`config.mk`:
```
export PLATFORM = sky130hd
export DESIGN_NAME = kl10Edp
export DESIGN_NICKNAME = d
export VERILOG_FILES = /design/src/source/kl10EdpPkg.sv /design/src/source/edpAdder.sv /design/src/source/edpApbPort.sv /design/src/source/edpBuffer.sv /design/src/source/edpDataPath.sv /design/src/source/edpFastMemory.sv /design/src/source/kl10Edp.sv
export SDC_FILE = /design/constraint.sdc
export NUM_CORES = 2
export LEC_CHECK = 0
export ABC_AREA = 0
export BUFFER_PORTS_ARGS = -buffer_cell sky130_fd_sc_hd__buf_4
export CAP_MARGIN = 20
export CORE_ASPECT_RATIO = 0.5
export CORE_MARGIN = 2
export CORE_UTILIZATION = 45
export DETAILED_ROUTE_END_ITERATION = 12
export PLACE_DENSITY_LB_ADDON = 0.05
export RECOVER_POWER = 100
export SLEW_MARGIN = 10
export SYNTH_ARGS = -nofsm -noshare
export SYNTH_HDL_FRONTEND = slang
export SYNTH_SLANG_ARGS = --single-unit
```
`constraint.sdc`:
```
create_clock -name CLK -period 8.2 [get_ports CLK]
set_clock_uncertainty 0.1 [all_clocks]
set_input_delay 1.23 -clock CLK [delete_from_list [all_inputs] [get_ports CLK]]
set_output_delay 1.23 -clock CLK [all_outputs]
set_load 0.01 [all_outputs]
```
`src/source/kl10EdpPkg.sv`:
```
package kl10EdpPkg;

  // Bit 0 is the most significant bit
  typedef logic [0:35] tWord;
  typedef logic [0:17] tHalf;

  typedef enum logic [1:0] {adaAr, adaArx, adaMq, adaZero} tAdaSel;
  typedef enum logic [1:0] {adbFm, adbBr, adbBrx2, adbArx4} tAdbSel;

  typedef enum logic [2:0] {
    aluAdd, aluSub, aluAnd, aluOr, aluXor, aluAndcb, aluPassA, aluPassB
  } tAluFunc;

  typedef enum logic [1:0] {arAd, arLit, arFm, arSwap} tArSel;

  // Universal shift register functions for MQ
  typedef enum logic [1:0] {mqLoad, mqShl, mqShr, mqHold} tMqFunc;

  typedef enum logic [2:0] {
    diagAr, diagArx, diagBr, diagBrx, diagMq, diagFm, diagAd, diagLit
  } tDiagSel;

  // fmWrite bit 1 enables the left half, bit 0 the right half
  typedef struct packed {
    tAdaSel      adaSel;
    tAdbSel      adbSel;
    tAluFunc     aluFunc;
    tArSel       arSel;
    logic        arLoad;
    logic        arxSel;
    logic        arxLoad;
    logic        brLoad;
    logic        brxLoad;
    tMqFunc      mqFunc;
    logic [1:0]  fmWrite;
    logic [3:0]  fmAddr;
    logic        diagEn;
    tDiagSel     diagSel;
  } tMicroWord;

  typedef struct packed {
    tWord      literal;
    tMicroWord micro;
  } tCmdEntry;

  localparam int cmdDepth = 8;
  localparam int diagDepth = 4;

  localparam int apbAddrWidth = 8;

  localparam logic [apbAddrWidth-1:0] addrMicro     = 8'h00;
  localparam logic [apbAddrWidth-1:0] addrLitLeft   = 8'h04;
  localparam logic [apbAddrWidth-1:0] addrLitRight  = 8'h08;
  localparam logic [apbAddrWidth-1:0] addrDiagLeft  = 8'h10;
  localparam logic [apbAddrWidth-1:0] addrDiagRight = 8'h14;
  localparam logic [apbAddrWidth-1:0] addrStatus    = 8'h18;

endpackage

```
`src/source/edpAdder.sv`:
```
`timescale 1ns/1ps

module edpAdder (
  input  kl10EdpPkg::tWord    aIn,
  input  kl10EdpPkg::tWord    bIn,
  input  kl10EdpPkg::tAluFunc func,
  output kl10EdpPkg::tWord    ad,
  output logic                carryOut
);

  logic             subtract;
  logic             arith;
  kl10EdpPkg::tWord bEff;
  kl10EdpPkg::tWord bitGen;
  kl10EdpPkg::tWord bitProp;
  kl10EdpPkg::tWord sum;
  logic [0:5]       grpGen;
  logic [0:5]       grpProp;
  logic [0:5]       grpCarry;
  logic             arithCarry;

  assign subtract = (func == kl10EdpPkg::aluSub);
  assign arith = (func == kl10EdpPkg::aluAdd) || subtract;
  // A minus B as A plus not B plus one
  assign bEff = subtract ? ~bIn : bIn;
  assign bitGen = aIn & bEff;
  assign bitProp = aIn ^ bEff;

  // Group generate and propagate, bit 5 of each group is its LSB
  always_comb begin
    for (int g = 0; g < 6; g++) begin
      grpGen[g] = 1'b0;
      grpProp[g] = 1'b1;
      for (int i = 5; i >= 0; i--) begin
        grpGen[g] = bitGen[6*g+i] | (bitProp[6*g+i] & grpGen[g]);
        grpProp[g] = grpProp[g] & bitProp[6*g+i];
      end
    end
  end

  // Lookahead stage, each group carry from G and P of lower groups only
  always_comb begin
    for (int g = 0; g < 6; g++) begin
      grpCarry[g] = subtract;
      for (int k = 5; k > g; k--) begin
        grpCarry[g] = grpGen[k] | (grpProp[k] & grpCarry[g]);
      end
    end
    arithCarry = grpGen[0] | (grpProp[0] & grpCarry[0]);
  end

  // Ripple inside each group from its lookahead carry
  always_comb begin
    logic c;
    for (int g = 0; g < 6; g++) begin
      c = grpCarry[g];
      for (int i = 5; i >= 0; i--) begin
        sum[6*g+i] = bitProp[6*g+i] ^ c;
        c = bitGen[6*g+i] | (bitProp[6*g+i] & c);
      end
    end
  end

  always_comb begin
    case (func)
      kl10EdpPkg::aluAdd,
      kl10EdpPkg::aluSub:   ad = sum;
      kl10EdpPkg::aluAnd:   ad = aIn & bIn;
      kl10EdpPkg::aluOr:    ad = aIn | bIn;
      kl10EdpPkg::aluXor:   ad = aIn ^ bIn;
      kl10EdpPkg::aluAndcb: ad = aIn & ~bIn;
      kl10EdpPkg::aluPassA: ad = aIn;
      default:              ad = bIn;
    endcase
  end

  assign carryOut = arith && arithCarry;

endmodule

```
`src/source/edpApbPort.sv`:
```
`timescale 1ns/1ps

module edpApbPort (
  input  logic                                CLK,
  input  logic                                arstN,
  input  logic                                PSEL,
  input  logic                                PENABLE,
  input  logic                                PWRITE,
  input  logic [kl10EdpPkg::apbAddrWidth-1:0] PADDR,
  input  logic [31:0]                         PWDATA,
  output logic [31:0]                         PRDATA,
  output logic                                PREADY,
  output logic                                PSLVERR,
  output logic                                cmdPush,
  output kl10EdpPkg::tCmdEntry                cmdData,
  input  logic                                cmdFull,
  input  logic                                cmdEmpty,
  output logic                                diagPop,
  input  kl10EdpPkg::tWord                    diagData,
  input  logic                                diagEmpty,
  input  logic                                diagFull
);

  logic access;
  logic wrAccess;
  logic rdAccess;
  logic microWrite;
  logic leftRead;

  // Staging literal and the right half of the last popped word
  kl10EdpPkg::tHalf litLeft;
  kl10EdpPkg::tHalf litRight;
  kl10EdpPkg::tHalf rightLatch;

  assign access = PSEL && PENABLE;
  assign wrAccess = access && PWRITE;
  assign rdAccess = access && !PWRITE;
  assign microWrite = wrAccess && (PADDR == kl10EdpPkg::addrMicro);
  assign leftRead = rdAccess && (PADDR == kl10EdpPkg::addrDiagLeft);

  // No wait states
  assign PREADY = access;

  assign cmdPush = microWrite && !cmdFull;
  assign diagPop = leftRead && !diagEmpty;
  // Overflowing write or empty pop
  assign PSLVERR = (microWrite && cmdFull) || (leftRead && diagEmpty);

  always_comb begin
    cmdData.literal = {litLeft, litRight};
    cmdData.micro = kl10EdpPkg::tMicroWord'(PWDATA[25:0]);
  end

  always_comb begin
    PRDATA = '0;
    if (rdAccess) begin
      case (PADDR)
        kl10EdpPkg::addrDiagLeft: begin
          if (!diagEmpty) begin
            PRDATA[17:0] = diagData[0:17];
          end
        end
        kl10EdpPkg::addrDiagRight: PRDATA[17:0] = rightLatch;
        kl10EdpPkg::addrStatus:    PRDATA[3:0] = {diagFull, cmdFull, !diagEmpty, cmdEmpty};
        default:                   PRDATA = '0;
      endcase
    end
  end

  always_ff @(posedge CLK or negedge arstN) begin
    if (!arstN) begin
      litLeft <= '0;
      litRight <= '0;
      rightLatch <= '0;
    end else begin
      if (wrAccess && (PADDR == kl10EdpPkg::addrLitLeft)) begin
        litLeft <= PWDATA[17:0];
      end
      if (wrAccess && (PADDR == kl10EdpPkg::addrLitRight)) begin
        litRight <= PWDATA[17:0];
      end
      if (diagPop) begin
        rightLatch <= diagData[18:35];
      end
    end
  end

  // Access phase always follows a setup phase of the same transfer
  apbPhaseOrder: assert property (@(posedge CLK) disable iff (!arstN)
    PENABLE |-> PSEL && $past(PSEL && !PENABLE))
    else $error("PENABLE without a preceding setup phase");

endmodule

```
`src/source/edpBuffer.sv`:
```
`timescale 1ns/1ps

module edpBuffer #(
  parameter type tPayload = logic,
  parameter int  DEPTH    = 4
) (
  input  logic    CLK,
  input  logic    arstN,
  input  logic    push,
  input  tPayload pushData,
  output logic    full,
  input  logic    pop,
  output tPayload popData,
  output logic    empty
);

  typedef logic [$clog2(DEPTH)-1:0]   tPtr;
  typedef logic [$clog2(DEPTH+1)-1:0] tCount;

  tPayload mem [DEPTH];

  tPtr   wrPtr;
  tPtr   rdPtr;
  tCount count;

  assign full = (count == tCount'(DEPTH));
  assign empty = (count == '0);
  // Head entry is visible whenever the buffer holds something
  assign popData = mem[rdPtr];

  always_ff @(posedge CLK) begin
    if (push) begin
      mem[wrPtr] <= pushData;
    end
  end

  always_ff @(posedge CLK or negedge arstN) begin
    if (!arstN) begin
      wrPtr <= '0;
      rdPtr <= '0;
      count <= '0;
    end else begin
      if (push) begin
        wrPtr <= (wrPtr == tPtr'(DEPTH - 1)) ? '0 : wrPtr + 1'b1;
      end
      if (pop) begin
        rdPtr <= (rdPtr == tPtr'(DEPTH - 1)) ? '0 : rdPtr + 1'b1;
      end
      case ({push, pop})
        2'b10:   count <= count + 1'b1;
        2'b01:   count <= count - 1'b1;
        default: count <= count;
      endcase
    end
  end

  // Producer and consumer must honor the flags
  noPushWhenFull: assert property (@(posedge CLK) disable iff (!arstN) push |-> !full)
    else $error("Buffer push while full");
  noPopWhenEmpty: assert property (@(posedge CLK) disable iff (!arstN) pop |-> !empty)
    else $error("Buffer pop while empty");

endmodule

```
`src/source/edpDataPath.sv`:
```
`timescale 1ns/1ps

module edpDataPath (
  input  logic                 CLK,
  input  logic                 arstN,
  input  kl10EdpPkg::tCmdEntry cmdData,
  input  logic                 cmdEmpty,
  output logic                 cmdPop,
  input  logic                 diagFull,
  output logic                 diagPush,
  output kl10EdpPkg::tWord     diagData
);

  kl10EdpPkg::tMicroWord micro;
  kl10EdpPkg::tWord      literal;
  logic                  execute;

  kl10EdpPkg::tWord ar;
  kl10EdpPkg::tWord arx;
  kl10EdpPkg::tWord br;
  kl10EdpPkg::tWord brx;
  kl10EdpPkg::tWord mq;

  kl10EdpPkg::tWord ada;
  kl10EdpPkg::tWord adb;
  kl10EdpPkg::tWord ad;
  logic             adCarry;
  kl10EdpPkg::tWord fmRead;
  kl10EdpPkg::tWord arNext;
  kl10EdpPkg::tWord mqNext;

  assign micro = cmdData.micro;
  assign literal = cmdData.literal;

  // A diagnostic word waits for room in the result buffer
  assign execute = !cmdEmpty && (!micro.diagEn || !diagFull);
  assign cmdPop = execute;
  assign diagPush = execute && micro.diagEn;

  always_comb begin
    case (micro.adaSel)
      kl10EdpPkg::adaAr:  ada = ar;
      kl10EdpPkg::adaArx: ada = arx;
      kl10EdpPkg::adaMq:  ada = mq;
      default:            ada = '0;
    endcase
  end

  always_comb begin
    case (micro.adbSel)
      kl10EdpPkg::adbFm:   adb = fmRead;
      kl10EdpPkg::adbBr:   adb = br;
      kl10EdpPkg::adbBrx2: adb = {br[1:35], brx[0]};
      default:             adb = {ar[2:35], arx[0:1]};
    endcase
  end

  edpAdder adder (
    .aIn      (ada),
    .bIn      (adb),
    .func     (micro.aluFunc),
    .ad       (ad),
    .carryOut (adCarry)
  );

  edpFastMemory fastMemory (
    .CLK        (CLK),
    .arstN      (arstN),
    .addr       (micro.fmAddr),
    .writeLeft  (execute && micro.fmWrite[1]),
    .writeRight (execute && micro.fmWrite[0]),
    .writeData  (ar),
    .readData   (fmRead)
  );

  always_comb begin
    case (micro.arSel)
      kl10EdpPkg::arAd:  arNext = ad;
      kl10EdpPkg::arLit: arNext = literal;
      kl10EdpPkg::arFm:  arNext = fmRead;
      default:           arNext = {ad[18:35], ad[0:17]};
    endcase
  end

  // MQ as universal shift register
  always_comb begin
    case (micro.mqFunc)
      kl10EdpPkg::mqLoad: mqNext = ad;
      kl10EdpPkg::mqShl:  mqNext = {mq[1:35], adCarry};
      kl10EdpPkg::mqShr:  mqNext = {ad[35], mq[0:34]};
      default:            mqNext = mq;
    endcase
  end

  always_comb begin
    case (micro.diagSel)
      kl10EdpPkg::diagAr:  diagData = ar;
      kl10EdpPkg::diagArx: diagData = arx;
      kl10EdpPkg::diagBr:  diagData = br;
      kl10EdpPkg::diagBrx: diagData = brx;
      kl10EdpPkg::diagMq:  diagData = mq;
      kl10EdpPkg::diagFm:  diagData = fmRead;
      kl10EdpPkg::diagAd:  diagData = ad;
      default:             diagData = literal;
    endcase
  end

  always_ff @(posedge CLK or negedge arstN) begin
    if (!arstN) begin
      ar <= '0;
      arx <= '0;
      br <= '0;
      brx <= '0;
      mq <= '0;
    end else if (execute) begin
      if (micro.arLoad) begin
        ar <= arNext;
      end
      if (micro.arxLoad) begin
        arx <= micro.arxSel ? mq : ad;
      end
      if (micro.brLoad) begin
        br <= ar;
      end
      if (micro.brxLoad) begin
        brx <= arx;
      end
      mq <= mqNext;
    end
  end

  diagPushHasRoom: assert property (@(posedge CLK) disable iff (!arstN) diagPush |-> !diagFull)
    else $error("Diagnostic push while result buffer full");

  // Stalled head entry stays in place until the result buffer drains
  diagStallHolds: assert property (@(posedge CLK) disable iff (!arstN)
    (!cmdEmpty && micro.diagEn && diagFull) |=> (!cmdEmpty && $stable(cmdData)))
    else $error("Stalled micro-word left the command buffer");

endmodule

```
`src/source/edpFastMemory.sv`:
```
`timescale 1ns/1ps

module edpFastMemory (
  input  logic             CLK,
  input  logic             arstN,
  input  logic [3:0]       addr,
  input  logic             writeLeft,
  input  logic             writeRight,
  input  kl10EdpPkg::tWord writeData,
  output kl10EdpPkg::tWord readData
);

  kl10EdpPkg::tWord mem [16];

  assign readData = mem[addr];

  // Halfword write enables
  always_ff @(posedge CLK or negedge arstN) begin
    if (!arstN) begin
      for (int i = 0; i < 16; i++) begin
        mem[i] <= '0;
      end
    end else begin
      if (writeLeft) begin
        mem[addr][0:17] <= writeData[0:17];
      end
      if (writeRight) begin
        mem[addr][18:35] <= writeData[18:35];
      end
    end
  end

endmodule

```
`src/source/kl10Edp.sv`:
```
`timescale 1ns/1ps

module kl10Edp (
  input  logic                                CLK,
  input  logic                                arstN,
  input  logic                                PSEL,
  input  logic                                PENABLE,
  input  logic                                PWRITE,
  input  logic [kl10EdpPkg::apbAddrWidth-1:0] PADDR,
  input  logic [31:0]                         PWDATA,
  output logic [31:0]                         PRDATA,
  output logic                                PREADY,
  output logic                                PSLVERR
);

  logic                 cmdPush;
  kl10EdpPkg::tCmdEntry cmdPushData;
  logic                 cmdFull;
  logic                 cmdPop;
  kl10EdpPkg::tCmdEntry cmdPopData;
  logic                 cmdEmpty;

  logic                 diagPush;
  kl10EdpPkg::tWord     diagPushData;
  logic                 diagFull;
  logic                 diagPop;
  kl10EdpPkg::tWord     diagPopData;
  logic                 diagEmpty;

  edpApbPort apbPort (
    .CLK       (CLK),
    .arstN     (arstN),
    .PSEL      (PSEL),
    .PENABLE   (PENABLE),
    .PWRITE    (PWRITE),
    .PADDR     (PADDR),
    .PWDATA    (PWDATA),
    .PRDATA    (PRDATA),
    .PREADY    (PREADY),
    .PSLVERR   (PSLVERR),
    .cmdPush   (cmdPush),
    .cmdData   (cmdPushData),
    .cmdFull   (cmdFull),
    .cmdEmpty  (cmdEmpty),
    .diagPop   (diagPop),
    .diagData  (diagPopData),
    .diagEmpty (diagEmpty),
    .diagFull  (diagFull)
  );

  // Micro-words from the host toward the data path
  edpBuffer #(
    .tPayload (kl10EdpPkg::tCmdEntry),
    .DEPTH    (kl10EdpPkg::cmdDepth)
  ) cmdBuffer (
    .CLK      (CLK),
    .arstN    (arstN),
    .push     (cmdPush),
    .pushData (cmdPushData),
    .full     (cmdFull),
    .pop      (cmdPop),
    .popData  (cmdPopData),
    .empty    (cmdEmpty)
  );

  // Diagnostic words back to the host
  edpBuffer #(
    .tPayload (kl10EdpPkg::tWord),
    .DEPTH    (kl10EdpPkg::diagDepth)
  ) diagBuffer (
    .CLK      (CLK),
    .arstN    (arstN),
    .push     (diagPush),
    .pushData (diagPushData),
    .full     (diagFull),
    .pop      (diagPop),
    .popData  (diagPopData),
    .empty    (diagEmpty)
  );

  edpDataPath dataPath (
    .CLK      (CLK),
    .arstN    (arstN),
    .cmdData  (cmdPopData),
    .cmdEmpty (cmdEmpty),
    .cmdPop   (cmdPop),
    .diagFull (diagFull),
    .diagPush (diagPush),
    .diagData (diagPushData)
  );

endmodule

```
==> qor.csv <==
stage,metric,value,unit
die,start_util,0.455,
sta,setup_ws,-0.274,ns
sta,setup_viol,51,
logic_synthesis,synthArstFlopShare,0.564,
logic_synthesis,synth-seq-cells,1467,
routing,post_drt_via_cell_ratio,6.22,
clock_tree,clkLatencyLatePin,0.82,ns
global_routing,grtUsageTotal,0.302,
sta,rsz0062_at_grt,yes,
sta,max_slew_margin,-1.79,
logic_synthesis,ys.flop_type,dfrtp_1,
clock_tree,cts_tree,done,
clock_tree,ctsHoldBuffers,0,
placed_design,place_congestion,0.950,
logic_synthesis,seq_area_frac_synth,0.564,
global_routing,grt_pass1_vias,48800,
outcome,failed_checks,"capacitance limit, slew limit, setup timing",
sta,fmax,0.118,GHz
routing,dr.pass1.iters,8,
worst_setup_path,cp-end-kind,register,
routing,wl_per_cell,31.0,um
routing,drc,0,
worst_setup_path,crit_top_cell,fa_2,
die,die_y,284,um
die,die_x,565,um
clock_tree,cts.sinks,1467,
logic_synthesis,synth_cell_types,86,
final_layout,area_delta_synth_final,17.1,%
worst_setup_path,crit_required,8.74,ns
sta,min_period_over_period,1.03,
worst_setup_path,crit_family,compound AO/OA/AOI/OAI gates,
final_layout,most-common-layout-cells,"dfrtp_1, mux2_2, edfxtp_1, nand2_1, buf_4",
hold_path,hold_path_class,reg -> reg,
die,rows,102,
worst_setup_path,slowest_stage,mux4_4,
worst_setup_path,cpPeakStageDelay,0.64,ns
logic_synthesis,avgSynthCellArea,13.7,um2
worst_setup_path,critPathKind,reg -> reg,
clock_tree,clkTransAtPathRegs,0.07,ns
global_routing,grt_max_degree,201,
clock_tree,cts_buffers,146,
logic_synthesis,synth_edf_count,640,
outcome,status,"finished, violations left",
routing,vias,48500,
worst_setup_path,cp_num_buf_inv,7,
logic_synthesis,netlist_area,70700,um2
die,pin_count,79,
placed_design,io_buffer_count,58,
global_routing,globalRouteOverflowTotal,0,
clock_tree,clockBufferDepth,4,
clock_tree,h-tree-depth,4,
worst_setup_path,cp_max_fo,6,
die,coreArea,155000,um2
clock_tree,cts_root_buffer,clkbuf_16,
global_routing,grt_first_pass_wirelength,350000,um
logic_synthesis,ys_top_cells_by_area,"dfrtp_1, edfxtp_1, mux2_2, mux4_2, mux2i_1",
logic_synthesis,yosysWarnings,0,
placed_design,dp_hpwl,156000,um
sta,drv_slew,1667,
final_layout,final_common_cell,dfrtp_1,
worst_setup_path,start_kind,register,
flow_run,maxCapViolations,38,
routing,antenna_left,0,
final_layout,fillers,13100,
routing,drtIter0Drc,5339,
final_layout,nets,5788,
sta,timing.hold.ws,0.374,ns
sta,tightestPinTransition,4.19,ns
worst_setup_path,cp.arrival,9.02,ns
routing,wl,242000,um
sta,tns,-5.43,ns
sta,hold_violations,0,
logic_synthesis,syn-instance-count,5176,
final_layout,drive_gt1_frac,0.346,
logic_synthesis,netlist.area_leader.share,0.293,
die,dieArea,161000,um2
sta,period_minus_slack,8.47,ns
logic_synthesis,synth_area_leader_cell,dfrtp_1,
global_routing,antenna_found_initial,4,
## layer usage
| layer | vias to the layer above | global-route usage | wire (um) |
|---|---|---|---|
| li1 | 20500 | - | - |
| met1 | 25400 | 0.445 | 108000 |
| met2 | 2132 | 0.430 | 102000 |
| met3 | 503 | 0.0805 | 23300 |
| met4 | 2 | 0.101 | 9130 |
| met5 | - | 0 | 7 |
## flip-flops by register name (all words and copies together), names as in the netlist
name,flops
cmdBuffer.mem,496
dataPath.brx,36
diagBuffer.rdPtr,2
diagBuffer.count,3
diagBuffer.wrPtr,2
dataPath.arx,36
cmdBuffer.count,4
dataPath.ar,36
cmdBuffer.wrPtr,3
cmdBuffer.rdPtr,3
apbPort.rightLatch,18
dataPath.fastMemory.mem,576
dataPath.mq,36
apbPort.litRight,18
dataPath.br,36
diagBuffer.mem,144
apbPort.litLeft,18
## synthesized netlist by cell type (37+ instances only)
cell type  count
mux2_2       697
a21oi_1      241
buf_2         41
edfxtp_1     640
nor3_1        47
nor2_1       202
nand3_1       62
a211oi_1      58
dfrtp_1      827
a21o_1        50
inv_1         83
mux4_2       263
o21ai_0      102
mux2i_1      255
a221oi_1      42
o221ai_1      37
ha_1          88
clkbuf_1     293
o21ai_1       49
xor2_1        40
nand2_1      524
## area by class of cell
cell class,instances,area [um2],area share
clock buffers,196,3960,0.0478
flip-flops and latches,1467,39900,0.482
multi-input cells,3228,29700,0.358
diodes,5,12.5,0.000151
well taps,2080,2600,0.0314
inverters,87,329,0.00397
clock inverters,49,508,0.00613
repair buffers,694,5810,0.0702
## cells by family (layout without fill, tap and decap cells)
group | after synthesis | count (layout) | share of synthesized area
multiplexers | 1218 | 1218 | 0.231
AND/OR/NAND/NOR | 921 | 921 | 0.0544
buffers and inverters | 494 | 1026 | 0.0297
AO/OA/AOI/OAI | 907 | 907 | 0.0897
other | 1 | 19 | 0.0000530
flip-flops | 1467 | 1467 | 0.564
XOR/XNOR | 49 | 49 | 0.00607
adder cells (fa/ha/maj) | 119 | 119 | 0.0243
## worst reg2reg max path: cells and delay by family (launching register included)
| family | cells | cell delay, ns |
|---|---|---|
| compound gates | 12 | 2.41 |
| simple gates | 5 | 0.50 |
| buf+inv | 7 | 1.07 |
| mux | 4 | 1.46 |
| flops | 1 | 0.49 |
| xor+xnor | 1 | 0.19 |
| fa+ha+maj | 6 | 2.16 |
## per-stage QoR
| step | setup slack, ns | area (um2) | instances | util |
|---|---|---|---|---|
| 3_3_place_gp | -1.01 | 77100 | 7486 | 0.496 |
| 4_1_cts | -0.0841 | 82800 | 7783 | 0.533 |
| 5_1_grt | -0.512 | 82800 | 7801 | 0.533 |
| 3_5_place_dp | -1.03 | 77100 | 7486 | 0.496 |
| 6_report | -0.274 | 82800 | 7806 | 0.533 |
| 2_1_floorplan | 0.169 | 70800 | 5189 | - |
## final timing paths
| kind | from | slack (ns) | depth (start not counted) | end |
|---|---|---|---|---|
| max | cmdBuffer.rdPtr[1] | -0.27 | 35 | dataPath.ar[16] |
| min | apbPort.rightLatch[10] | 0.37 | 2 | apbPort.rightLatch[10] |
| max reg2reg | cmdBuffer.rdPtr[1] | -0.27 | 35 | dataPath.ar[16] |
| min reg2reg | apbPort.rightLatch[10] | 0.37 | 2 | apbPort.rightLatch[10] |
| max in group asynchronous | arstN | 1.05 | 2 | apbPort.rightLatch[4] |
| min in group asynchronous | arstN | 1.82 | 1 | dataPath.fastMemory.mem[406] |
## timing repair
item	in CTS	in global routing
setup buffers	44	16
gates cloned	12	1
pin swaps	96	31
setup endpoints to repair	116	94
resized for setup	148	47
Power is left out: the tool's default activity adds up to more than one toggle a clock period on the data nets, which glitch-free logic cannot reach.
